--- src/hw/conv_layer_macros.svh ---
`ifndef CONV_LAYER_MACROS_SVH
`define CONV_LAYER_MACROS_SVH

//////////////////////////////////////////////////////////////////////
// Layer geometry
//////////////////////////////////////////////////////////////////////
// Parallel output channels
`define CONV_LANES 4
// 3x3 kernel over 2 input channels
`define CONV_TAPS 18
`define CONV_OUT_PIXELS 6

// Datapath widths
`define CONV_DATA_W 16
`define CONV_ACC_W 32
// Q14 fraction dropped on rescale
`define CONV_FRAC 14
`define CONV_LANE_W 2
`define CONV_TAP_W 5
`define CONV_PIX_W 3

// Wishbone widths
`define CONV_WB_AW 8
`define CONV_WB_DW 32

//////////////////////////////////////////////////////////////////////
// Register map in word addresses
//////////////////////////////////////////////////////////////////////
`define CONV_ADR_CTRL 8'h00
`define CONV_ADR_STATUS 8'h01
// Weight word at base + lane * CONV_TAPS + tap
`define CONV_ADR_WEIGHT 8'h10
// One bias word per lane
`define CONV_ADR_BIAS 8'h60

`endif

--- src/hw/conv_layer_pkg.sv ---
`include "conv_layer_macros.svh"

package conv_layer_pkg;

	//////////////////////////////////////////////////////////////////////
	// Wishbone classic bus
	//////////////////////////////////////////////////////////////////////
	// Master to slave
	typedef struct packed {
		logic cyc;
		logic stb;
		logic we;
		logic [`CONV_WB_AW-1:0] adr;
		logic [`CONV_WB_DW-1:0] dat;
	} wb_req_s;

	// Slave to master
	typedef struct packed {
		logic ack;
		logic [`CONV_WB_DW-1:0] dat;
	} wb_rsp_s;

	//////////////////////////////////////////////////////////////////////
	// Datapath and control types
	//////////////////////////////////////////////////////////////////////
	// One output pixel with an entry per lane
	typedef struct packed {
		logic [`CONV_LANES-1:0][`CONV_DATA_W-1:0] ch;
	} ofm_vec_s;

	// Layer sequencer states
	typedef enum logic [1:0] {
		SEQ_IDLE,
		SEQ_RUN,
		SEQ_DONE
	} conv_state_e;

	// Decoded bus target
	typedef enum logic [2:0] {
		REG_CTRL,
		REG_STATUS,
		REG_WEIGHT,
		REG_BIAS,
		REG_NONE
	} reg_sel_e;

endpackage

--- src/hw/wb_ctrl_regs.sv ---
`timescale 1ns/100ps
`include "conv_layer_macros.svh"

module wb_ctrl_regs (
	input  logic clk,
	input  logic rst_n,
	input  conv_layer_pkg::wb_req_s wb_req,
	output conv_layer_pkg::wb_rsp_s wb_rsp,
	output logic coef_we,
	output logic coef_bias,
	output logic [`CONV_LANE_W-1:0] coef_lane,
	output logic [`CONV_TAP_W-1:0] coef_tap,
	output logic [`CONV_WB_DW-1:0] coef_wdata,
	input  logic [`CONV_WB_DW-1:0] coef_rdata,
	output logic start,
	input  logic running,
	input  logic layer_end,
	input  logic finish
);

	conv_layer_pkg::reg_sel_e sel;
	// Request seen but not yet acked
	logic req;
	logic ack_q;
	logic [`CONV_WB_DW-1:0] rdata_q;
	logic [`CONV_WB_DW-1:0] rdata_mux;
	logic [`CONV_WB_DW-1:0] status;
	// Offsets into the coefficient regions
	logic [`CONV_WB_AW-1:0] w_off;
	logic [`CONV_WB_AW-1:0] b_off;
	logic [`CONV_WB_AW-1:0] w_lane;
	logic [`CONV_WB_AW-1:0] w_tap;

	assign req = wb_req.cyc & wb_req.stb & ~ack_q;

	//////////////////////////////////////////////////////////////////////
	// Address decode
	//////////////////////////////////////////////////////////////////////
	always_comb begin
		sel = conv_layer_pkg::REG_NONE;
		if (wb_req.adr == `CONV_ADR_CTRL) begin
			sel = conv_layer_pkg::REG_CTRL;
		end else if (wb_req.adr == `CONV_ADR_STATUS) begin
			sel = conv_layer_pkg::REG_STATUS;
		end else if (wb_req.adr >= `CONV_ADR_WEIGHT &&
				wb_req.adr < `CONV_ADR_WEIGHT + `CONV_LANES * `CONV_TAPS) begin
			sel = conv_layer_pkg::REG_WEIGHT;
		end else if (wb_req.adr >= `CONV_ADR_BIAS &&
				wb_req.adr < `CONV_ADR_BIAS + `CONV_LANES) begin
			sel = conv_layer_pkg::REG_BIAS;
		end
	end

	// Weight offset splits into lane and tap
	assign w_off = wb_req.adr - `CONV_ADR_WEIGHT;
	assign b_off = wb_req.adr - `CONV_ADR_BIAS;
	assign w_lane = 8'(w_off / `CONV_TAPS);
	assign w_tap = 8'(w_off % `CONV_TAPS);

	// Coefficient port
	assign coef_bias = (sel == conv_layer_pkg::REG_BIAS);
	assign coef_lane = coef_bias ? b_off[`CONV_LANE_W-1:0] : w_lane[`CONV_LANE_W-1:0];
	assign coef_tap = w_tap[`CONV_TAP_W-1:0];
	assign coef_wdata = wb_req.dat;
	assign coef_we = req & wb_req.we &
		(sel == conv_layer_pkg::REG_WEIGHT || sel == conv_layer_pkg::REG_BIAS);

	// Start bit is a one-cycle command
	assign start = req & wb_req.we & (sel == conv_layer_pkg::REG_CTRL) & wb_req.dat[0];

	//////////////////////////////////////////////////////////////////////
	// Read path and ack
	//////////////////////////////////////////////////////////////////////
	assign status = {{(`CONV_WB_DW-3){1'b0}}, finish, layer_end, running};

	// CTRL and unmapped words read zero
	always_comb begin
		case (sel)
			conv_layer_pkg::REG_STATUS: rdata_mux = status;
			conv_layer_pkg::REG_WEIGHT,
			conv_layer_pkg::REG_BIAS: rdata_mux = coef_rdata;
			default: rdata_mux = '0;
		endcase
	end

	// Ack one cycle after the request
	always_ff @(posedge clk or negedge rst_n) begin
		if (!rst_n) begin
			ack_q <= 1'b0;
		end else begin
			ack_q <= req;
		end
	end

	// Read data held for the ack cycle
	always_ff @(posedge clk) begin
		if (req) begin
			rdata_q <= rdata_mux;
		end
	end

	assign wb_rsp.ack = ack_q;
	assign wb_rsp.dat = rdata_q;

endmodule

--- config.mk ---
export PLATFORM = sky130hd
export DESIGN_NAME = wb_ctrl_regs
export DESIGN_NICKNAME = d
export VERILOG_FILES = /design/src/hw/conv_layer_pkg.sv /design/src/hw/wb_ctrl_regs.sv
export VERILOG_INCLUDE_DIRS = /design/src /design/src/hw
export SDC_FILE = /design/constraint.sdc
export NUM_CORES = 1
export LEC_CHECK = 0
export ABC_CLOCK_PERIOD_IN_PS = 6000
export BUFFER_PORTS_ARGS = -buffer_cell sky130_fd_sc_hd__buf_2
export CAP_MARGIN = 20
export CELL_PAD_IN_SITES_DETAIL_PLACEMENT = 0
export CELL_PAD_IN_SITES_GLOBAL_PLACEMENT = 1
export CORE_MARGIN = 5
export CORE_UTILIZATION = 33
export DETAILED_ROUTE_END_ITERATION = 7
export PLACE_DENSITY_LB_ADDON = 0.1
export SLEW_MARGIN = 20
export SYNTH_ARGS = -nofsm -noshare
export SYNTH_HDL_FRONTEND = slang
export SYNTH_SLANG_ARGS = --single-unit
--- constraint.sdc ---
create_clock -name clk -period 6 [get_ports clk]
set_input_delay 0.3 -clock clk [delete_from_list [all_inputs] [get_ports clk]]
set_output_delay 0.3 -clock clk [all_outputs]
set_load 0.005 [all_outputs]
==> reports/results.ini, run 1 <==
[sta]
fin_crit_sh_pct = 72.2
hold_violations = 0
finClkSkew_ps = 1.76
slew_headroom_pct = 67.2
tightest_slew_ps = 490
finalMaxSlewViolations = 0
setup_slack_ps = 1670
fin_crit_ps = 4330
grt_setup_unrepaired = no
finalSetupViolCount = 0
max_clock_freq_ghz = 0.231
fin_tns_setup_ps = 0

[die]
die_area_um2 = 9440
initial_core_util_pct = 34.2
core_area_um2 = 7330
die_w_um = 97.2
die_h_um = 97.2
ios = 155
row_count = 31

[worst_setup_path]
startpoint = wb_req[36]
crit_path_max_fanout = 16
start_kind = input port
cp_top_family = compound AO/OA/AOI/OAI gates
cp-end-kind = output port
cp.buffers_inverters = 5
crit_type = in -> out
ff2ff_path_depth = 2
r2r-end = rdata_q[19]
required_ps = 5700
crit_top_cell = ha_1
critical_path_arrival_ps = 4030
rr_startpoint = ack_q
path_cells = buf_2 > inv_2 > ha_1 > xnor2_2 > nand3_1 > ha_1 > inv_1 > a31o_1 > o21a_2 > nor3_2 > a211o_2 > o211ai_1 > or2b_1 > xnor2_1 > ha_1 > inv_1 > or3_1 > a22oi_1 > buf_2
rrSetupSlack_ps = 4760
crit_slowest_cell = a211o_2
critPathMaxStageDelay_ps = 370

[placed_design]
preCtsSetupSlack_ps = 1670
place_congestion = 0.770
dpl.hpwl_um = 4910
port_buffers = 92

[yosys]
synth_compound_area_share_pct = 16.9
yosys_warnings = 0
ys_seq_elements = 33
ys_seq_area_share_pct = 39.3
synth_mux_area_share_pct = 1.30
synth-edff-count = 32
synth_area_um2 = 2510
synth_flop_cell = edfxtp_1
synth_area_per_cell_um2 = 10.2
async_flop_share_pct = 3.03
synth-simple-area-share_pct = 20.5
synth_top_family_by_area = simple AND/OR/NAND/NOR gates
syn_inst = 247
synth_xor_area_share_pct = 2.00
synthAdderAreaFrac_pct = 3.99
yosysUniqueCellTypes = 61
syn-num-nets = 335

[layout]
drive_above_1_share_pct = 42.6
area_delta_synth_final_pct = 14.1
multiInputGateArea_um2 = 1130
fillers = 760
final_nets = 392
final_common_cell = buf_2
final_cell_mix = buf_2, edfxtp_1, and2_1, inv_1, nor2_1
regArea_um2 = 986

[routing]
vias = 1958
vias_per_cell = 4.83
drtIter0Drc = 51
drc = 0
wl_um = 6220
avgRoutedWirePerCell_um = 15.4
antenna_left = 0
dr.pass1.iters = 4

[outcome]
status = completed

[global_route]
grt_pass1_vias = 1853
met3_usage_pct = 4.24
grt_max_degree = 36
grt_use_met1_pct = 16.9
grt_pass1_wl_um = 10100
antenna_found_initial = 0
top_usage_layer = met2
use_met2_pct = 21.1
grt_use_total_pct = 13.1
grt_overflow = 0

[clock_network]
insertion_delay_ps = 270
cts_sinks = 33
holdBufCountCts = 1
path_clk_slew_ps = 60
cts_inserted_buffers = 5
htree_levels = 2
postCtsSetupBuffers = 0
cts_tree = done
ctsResizeCount = 0
clockBufferDepth = 2
cts_root_buf = clkbuf_8

[power]
p_per_area_nw_per_um2 = 213
p_leak_nw = 1.24
peakVddDrop_uv = 84.9
total_power_mw = 0.611

[flow_run]
cap_violations = 0

[min_path]
hp-class = in -> reg
hold_path_end = rdata_q[6]
hold_start = coef_rdata[6]
hold_depth = 2

report_power, final:
group          switching (mW)  total [mW]  leakage [nW]  internal, mW
Clock                  0.0739       0.154        0.0450        0.0802
Sequential            0.00214       0.269         0.322         0.267
Combinational           0.104       0.188         0.869        0.0841
Total                   0.180       0.611          1.24         0.431
area by class of cell:
cell class	instances	share of cell area, %
diodes	1	0.0875
clock buffers	6	2.54
clock inverters	2	0.350
inverters	14	1.84
multi-input cells	155	39.4
flip-flops and latches	33	34.5
well taps	99	4.33
repair buffers	95	17.0
synthesized netlist by cell type, types with 3 or more instances:
cell type / n / area, um2
a21oi_1: 8 / 40.0
a22o_1: 3 / 26.3
a31oi_1: 3 / 18.8
and2_1: 31 / 194
buf_4: 37 / 278
clkbuf_1: 3 / 11.3
edfxtp_1: 32 / 961
ha_1: 8 / 100
inv_1: 12 / 45.0
nand2_1: 8 / 30.0
nand2b_1: 3 / 18.8
nand3_1: 7 / 35.0
nand4_1: 4 / 25.0
nor2_1: 12 / 45.0
nor2b_1: 3 / 18.8
nor3_1: 3 / 15.0
nor3_2: 3 / 30.0
o211ai_1: 3 / 22.5
o211ai_2: 3 / 37.5
o21ai_0: 5 / 25.0
or3_1: 3 / 18.8
routing by layer:
layer  part of all wire (%)  vias up
met2                     46       89
met1                     44      904
met5                      0        -
li1                       -      960
met3                    9.3        5
met4                    1.1        0
metrics by stage:
stage | cells | hold slack, ps | instance area (um2) | util, %
final | 405 | 299 | 2860 | 39.0
after global routing | 404 | 286 | 2860 | 39.0
after CTS | 404 | 288 | 2860 | 39.0
after detailed placement | 395 | 77.2 | 2770 | 37.7
after global placement | 395 | 76.1 | 2770 | 37.7
after floorplan | 247 | 4.41 | 2510 | -
flip-flops by register name, indices dropped and copies added, names as in the netlist:
name     flops
rdata_q     32
ack_q        1
worst max-delay path by stage:
stage	slack, ps	endpoint	cells past startpoint
after global routing	1320	coef_tap[3]	19
after CTS	1660	coef_tap[3]	19
after detailed placement	1670	coef_tap[3]	19
after global placement	1810	coef_tap[3]	19
after floorplan	2290	coef_tap[3]	19
final	1670	coef_tap[3]	19
worst reg2reg max path, delay by kind of cell (launching register included):
family | cells | cell delay (ps)
flip-flops | 1 | 390
buffers and inverters | 1 | 380
AND/OR/NAND/NOR | 1 | 100
logic make-up after synthesis:
kind of cell | Yosys count
adder cells (fa/ha/maj) | 8
multiplexers | 3
AO/OA/AOI/OAI | 52
XOR/XNOR | 4
AND/OR/NAND/NOR | 88
flip-flops | 33
buffers and inverters | 59
Note: power is estimated with default switching activity, not from simulation.
==> inputs of run 2 (changes only) <==
- ABC_CLOCK_PERIOD_IN_PS: 6000 -> 4400
- CORE_UTILIZATION: 33 -> 31
- clock period: 6 -> 4.4 ns (I/O delays scaled with it)
==> reports/results.ini, run 2 (synthesis results as in run 1) <==
[clock_network]
clockBufferDepth = 2  ; unchanged
cts_tree = done  ; unchanged
htree_levels = 2  ; unchanged
path_clk_slew_ps = 60  ; about the same
postCtsSetupBuffers = 0  ; unchanged
cts_inserted_buffers = 5  ; unchanged
cts_sinks = 33  ; unchanged
cts_root_buf = clkbuf_8  ; unchanged
insertion_delay_ps = 270  ; about the same

[sta]
max_clock_freq_ghz = 0.248
hold_violations = 0  ; unchanged
finClkSkew_ps = 3.57  ; was 1.76 ps
slew_headroom_pct = 66.9  ; was 67.2%
finalMaxSlewViolations = 0  ; unchanged
tightest_slew_ps = 495  ; was 490 ps
fin_crit_sh_pct = 91.6
fin_tns_setup_ps = 0  ; unchanged
finalSetupViolCount = 0  ; unchanged
grt_setup_unrepaired = no  ; unchanged
fin_crit_ps = 4030

[layout]
final_nets = 394  ; was 392
final_common_cell = buf_2  ; unchanged
area_delta_synth_final_pct = 16.1  ; was 14.1%
top_regs = rdata_q: 32 flops, ack_q: 1 flops  ; unchanged
n_antenna_cell = 0  ; was 1
final_cell_mix = buf_2, edfxtp_1, and2_1, inv_1, nor2_1  ; unchanged
drive_above_1_share_pct = 43.0  ; was 42.6%
largest_reg_flops = 32  ; unchanged
top_register = rdata_q  ; unchanged

[worst_setup_path]
critical_path_arrival_ps = 3810  ; was 4030 ps
rrSetupSlack_ps = 3000  ; was 4760 ps
cp.buffers_inverters = 5  ; unchanged
cp_top_family = compound AO/OA/AOI/OAI gates  ; unchanged
crit_path_max_fanout = 13  ; was 16
cp-end-kind = output port  ; unchanged
critPathMaxStageDelay_ps = 370  ; about the same
crit_type = in -> out  ; unchanged
path_cells = buf_2 > inv_1 > ha_1 > xnor2_2 > nand3_1 > ha_1 > inv_1 > a31o_1 > o21a_2 > nor3_2 > a211o_2 > o211ai_1 > or2b_1 > xnor2_1 > ha_1 > inv_1 > or3_1 > a22oi_1 > buf_2  ; was buf_2 > inv_2 > ha_1 > xnor2_2 > nand3_1 > ha_1 > inv_1 > a31o_1 > o21a_2 > nor3_2 > a211o_2 > o211ai_1 > or2b_1 > xnor2_1 > ha_1 > inv_1 > or3_1 > a22oi_1 > buf_2
crit_slowest_cell = a211o_2  ; unchanged
start_kind = input port  ; unchanged
required_ps = 4180  ; was 5700 ps

[routing]
vias_per_cell = 4.78  ; was 4.83
antenna_left = 0  ; unchanged
drtIter0Drc = 34  ; was 51
drc = 0  ; unchanged
wl_um = 6300  ; was 6220 um
dr.pass1.iters = 4  ; unchanged
vias = 1956  ; was 1,958
avgRoutedWirePerCell_um = 15.4  ; about the same

[power]
clockPowerShare_pct = 31.4  ; was 25.2%
pwr-share-comb_pct = 28.3  ; was 30.7%
seq_power_share_pct = 40.3  ; was 44.0%
p_leak_nw = 1.26  ; was 1.24 nW
peakVddDrop_uv = 102  ; was 84.9 uV
p_per_area_nw_per_um2 = 313  ; was 213 nW/um2
total_power_mw = 0.910  ; was 0.611 mW
power_switching_mw = 0.246  ; was 0.180 mW
p_int_mw = 0.664  ; was 0.431 mW
switching_share_pct = 27.0  ; was 29.4%

[die]
row_count = 32  ; was 31
die_h_um = 99.9  ; was 97.2 um
initial_core_util_pct = 32.1  ; was 34.2%
ios = 155  ; unchanged
die_area_um2 = 9990  ; was 9440 um2
core_area_um2 = 7810  ; was 7330 um2
die_w_um = 99.9  ; was 97.2 um

[placed_design]
place_congestion = 0.795  ; was 0.770
port_buffers = 92  ; unchanged
dpl.hpwl_um = 5010  ; was 4910 um

[global_route]
grt_use_total_pct = 12.4  ; was 13.1%
grt_pass1_vias = 1920  ; was 1,853
grt_overflow = 0  ; unchanged
antenna_found_initial = 0  ; unchanged
grt_max_degree = 34  ; was 36
grt_pass1_wl_um = 9880  ; was 10,100 um

[outcome]
status = completed  ; unchanged

[flow_run]
cap_violations = 0  ; unchanged

[min_path]
hp-class = in -> reg  ; unchanged

run 2: cell count changes in the layout (fill, tap and decap cells not counted):
cell       delta
buf_4         +2
clkinv_2      -2
bufinv_16     +1
clkbuf_8      +1
diode_2       -1
run 2: power by group through the flow:
| stage | Clock (mW) | Sequential [mW] | Combinational [mW] |
|---|---|---|---|
| 3_3_place_gp | 0 | 0.373 | 0.263 |
| 6_report | 0.286 | 0.366 | 0.258 |
| 4_1_cts | 0.296 | 0.367 | 0.261 |
| 2_1_floorplan | 0 | 0.376 | 0.194 |
| 3_5_place_dp | 0 | 0.373 | 0.259 |
| 5_1_grt | 0.307 | 0.368 | 0.289 |
run 2: timing repair:
action | 4_1_cts | 5_1_grt
hold endpoints to repair | 1 | 0
resized for setup | 0 | 0
hold buffers | 1 | 0
run 2: through the flow:
step | cell area, um2 | cells | setup WS, ps | utilization, % | hold slack (ps)
finish | 2910 | 409 | 371 | 37.3 | 216
detailed placement | 2780 | 400 | 363 | 35.7 | -3.12
CTS | 2910 | 409 | 364 | 37.3 | 202
floorplan | 2510 | 247 | 847 | - | -75.6
global route | 2910 | 409 | 49.7 | 37.3 | 204
global placement | 2780 | 400 | 429 | 35.7 | -2.35
run 2: layer usage:
| layer | part of all wire [%] | GRT usage (%) |
|---|---|---|
| met1 | 42 | 15.2 |
| met2 | 48 | 21.2 |
| met3 | 9.2 | 3.13 |
| met4 | 1.1 | 3.68 |
| met5 | 0 | 0 |
run 2: final cells by class:
cell class	instances	area [um2]
clock buffer	7	86.3
clock inverter	1	30.0
timing repair buffer	97	500
tap	102	128
fill	818	4900
multi-input combinational	155	1130
sequential	33	986
inverter	14	52.6
run 2: final timing paths:
check	start	to	cells after the start
setup / recovery	wb_req[37]	coef_tap[3]	19
hold / removal	coef_rdata[22]	rdata_q[22]	2
setup reg to reg	ack_q	rdata_q[1]	2
hold reg to reg	ack_q	rdata_q[19]	1
max in group asynchronous	rst_n	ack_q	2
min in group asynchronous	rst_n	ack_q	2
==> inputs of run 3 (changes only) <==
- BUFFER_PORTS_ARGS: -buffer_cell sky130_fd_sc_hd__buf_2 -> unset
- CAP_MARGIN: 20 -> unset
- CORE_UTILIZATION: 31 -> 45
- DONT_BUFFER_PORTS: unset -> 1
==> reports/results.ini, run 3 (synthesis results as in run 1) <==
[clock_network]
cts_sinks = 33  ; unchanged
cts_inserted_buffers = 5  ; unchanged
insertion_delay_ps = 270  ; about the same
cts_tree = done  ; unchanged
htree_levels = 2  ; unchanged
cts_root_buf = clkbuf_8  ; unchanged
postCtsSetupBuffers = 0  ; unchanged
path_clk_slew_ps = 60  ; about the same
clockBufferDepth = 2  ; unchanged

[sta]
max_clock_freq_ghz = 0.269  ; was 0.248 GHz
hold-worst-slack_ps = 139  ; was 216 ps
fin_tns_setup_ps = 0  ; unchanged
fin_crit_sh_pct = 84.5  ; was 91.6%
finalSetupViolCount = 0  ; unchanged
slew_headroom_pct = 56.0  ; was 66.9%
finalMaxSlewViolations = 0  ; unchanged
fin_crit_ps = 3720  ; was 4030 ps
hold_violations = 0  ; unchanged
finClkSkew_ps = 2.08  ; was 3.57 ps
tightest_slew_ps = 660  ; was 495 ps
grt_setup_unrepaired = no  ; unchanged

[worst_setup_path]
ff2ff_path_depth = 2  ; unchanged
crit_path_max_fanout = 13  ; unchanged
r2r-end = rdata_q[21]  ; was rdata_q[1]
cp-end-kind = output port  ; unchanged
rr_startpoint = ack_q  ; unchanged
critical_path_arrival_ps = 3500  ; was 3810 ps
crit_type = in -> out  ; unchanged
required_ps = 4180  ; about the same
rrSetupSlack_ps = 2830  ; was 3000 ps
start_kind = input port  ; unchanged

[layout]
top_regs = rdata_q: 32 flops, ack_q: 1 flops  ; unchanged
largest_reg_flops = 32  ; unchanged
area_delta_synth_final_pct = -5.49  ; was 16.1%
final_nets = 299  ; was 394
top_register = rdata_q  ; unchanged
drive_above_1_share_pct = 17.5  ; was 43.0%
n_antenna_cell = 0  ; unchanged
fin_cells = 284  ; was 409
fillers = 524  ; was 818
final_common_cell = edfxtp_1  ; was buf_2
final_cell_mix = edfxtp_1, and2_1, inv_1, nor2_1  ; was buf_2, edfxtp_1, and2_1, inv_1, nor2_1

[die]
initial_core_util_pct = 45.8  ; was 32.1%
ios = 155  ; unchanged
core_area_um2 = 5470  ; was 7810 um2
die_w_um = 84.6  ; was 99.9 um
row_count = 27  ; was 32
die_area_um2 = 7160  ; was 9990 um2
die_h_um = 84.6  ; was 99.9 um

[routing]
antenna_left = 0  ; unchanged
vias_per_cell = 5.76  ; was 4.78
drtIter0Drc = 50  ; was 34
wl_um = 5490  ; was 6300 um
avgRoutedWirePerCell_um = 19.3  ; was 15.4 um
vias = 1635  ; was 1,956
drc = 0  ; unchanged
dr.pass1.iters = 4  ; unchanged

[global_route]
antenna_found_initial = 0  ; unchanged
grt_overflow = 0  ; unchanged
grt_pass1_vias = 1655  ; was 1,920
grt_use_total_pct = 15.1  ; was 12.4%
grt_max_degree = 34  ; unchanged
grt_pass1_wl_um = 8810  ; was 9880 um

[min_path]
hold_depth = 1  ; was 2
hold_start = coef_rdata[8]  ; was coef_rdata[22]
hold_path_end = rdata_q[8]  ; was rdata_q[22]
hp-class = in -> reg  ; unchanged

[power]
total_power_mw = 0.773  ; was 0.910 mW
pwr-share-comb_pct = 25.0  ; was 28.3%
clockPowerShare_pct = 26.9  ; was 31.4%
p_per_area_nw_per_um2 = 326  ; was 313 nW/um2
seq_power_share_pct = 48.1  ; was 40.3%
p_int_mw = 0.554  ; was 0.664 mW
peakVddDrop_uv = 156  ; was 102 uV
switching_share_pct = 28.3  ; was 27.0%
power_switching_mw = 0.219  ; was 0.246 mW
p_leak_nw = 0.860  ; was 1.26 nW

[flow_run]
cap_violations = 0  ; unchanged

[placed_design]
dp_cells = 275  ; was 400
dpl.hpwl_um = 4300  ; was 5010 um
port_buffers = 0  ; was 92
place_congestion = 0.826  ; was 0.795

[outcome]
status = completed  ; unchanged

run 3: changes by cell type in the layout (fill, tap and decap cells not counted):
| cell | change |
|---|---|
| nor2_2 | -1 |
| bufinv_16 | -1 |
| clkbuf_8 | -1 |
| buf_4 | -3 |
| a31oi_2 | -1 |
| nor2_4 | +1 |
| a31oi_4 | +1 |
| clkinv_2 | +2 |
| buf_2 | -92 |
run 3: how the worst max path moves through the flow:
stage / startpoint / to / slack [ps]
finish: wb_req[37] / coef_tap[3] / 680
CTS: wb_req[37] / coef_tap[3] / 660
global route: wb_req[37] / coef_tap[3] / 360
detailed placement: wb_req[37] / coef_tap[3] / 670
global placement: wb_req[37] / coef_tap[3] / 780
floorplan: wb_req[37] / coef_tap[3] / 850
run 3: timing repair:
item | 4_1_cts | 5_1_grt
hold buffers | 1 | 0
gates resized for setup | 0 | 0
hold endpoints to repair | 1 | 0
run 3: stage by stage:
step / area [um2] / setup slack, ps / util, %
2_1_floorplan: 2510 / 847 / -
3_3_place_gp: 2260 / 780 / 41.4
3_5_place_dp: 2260 / 674 / 41.4
4_1_cts: 2360 / 661 / 43.0
5_1_grt: 2370 / 364 / 43.3
6_report: 2370 / 683 / 43.3
run 3: power by group through the flow:
stage / Combinational [mW] / Clock (mW) / Sequential [mW]
5_1_grt: 0.218 / 0.228 / 0.373
6_report: 0.193 / 0.208 / 0.372
3_5_place_dp: 0.191 / 0 / 0.379
3_3_place_gp: 0.191 / 0 / 0.378
4_1_cts: 0.193 / 0.215 / 0.372
2_1_floorplan: 0.194 / 0 / 0.376
run 3: layout make-up:
class | count | area [um2] | share of cell area, %
Multi-Input combinational cell | 155 | 1140 | 48.2
Timing Repair Buffer | 2 | 17.5 | 0.739
Sequential cell | 33 | 986 | 41.6
Inverter | 14 | 52.6 | 2.22
Clock inverter | 2 | 10.0 | 0.422
Clock buffer | 6 | 72.6 | 3.06
Tap cell | 72 | 90.1 | 3.80
run 3: worst max-delay path, stage by stage:
cell      delay (ps)
inv_1             90
ha_1             390
xnor2_2          200
nand3_1          120
ha_1             200
inv_1             50
a31o_1           120
o21a_2           150
nor3_2            60
a211o_2          380
o211ai_1         190
or2b_1           270
xnor2_1          200
ha_1             180
inv_1             50
or3_1            370
a22oi_1          240
run 3: layer usage:
| metal | routed length, um | vias to the layer above | track usage, % |
|---|---|---|---|
| met2 | 2780 | 85 | 26.5 |
| li1 | - | 774 | - |
| met3 | 553 | 7 | 6.08 |
| met5 | 0 | - | 0 |
| met1 | 2080 | 769 | 16.1 |
| met4 | 76 | 0 | 6.19 |
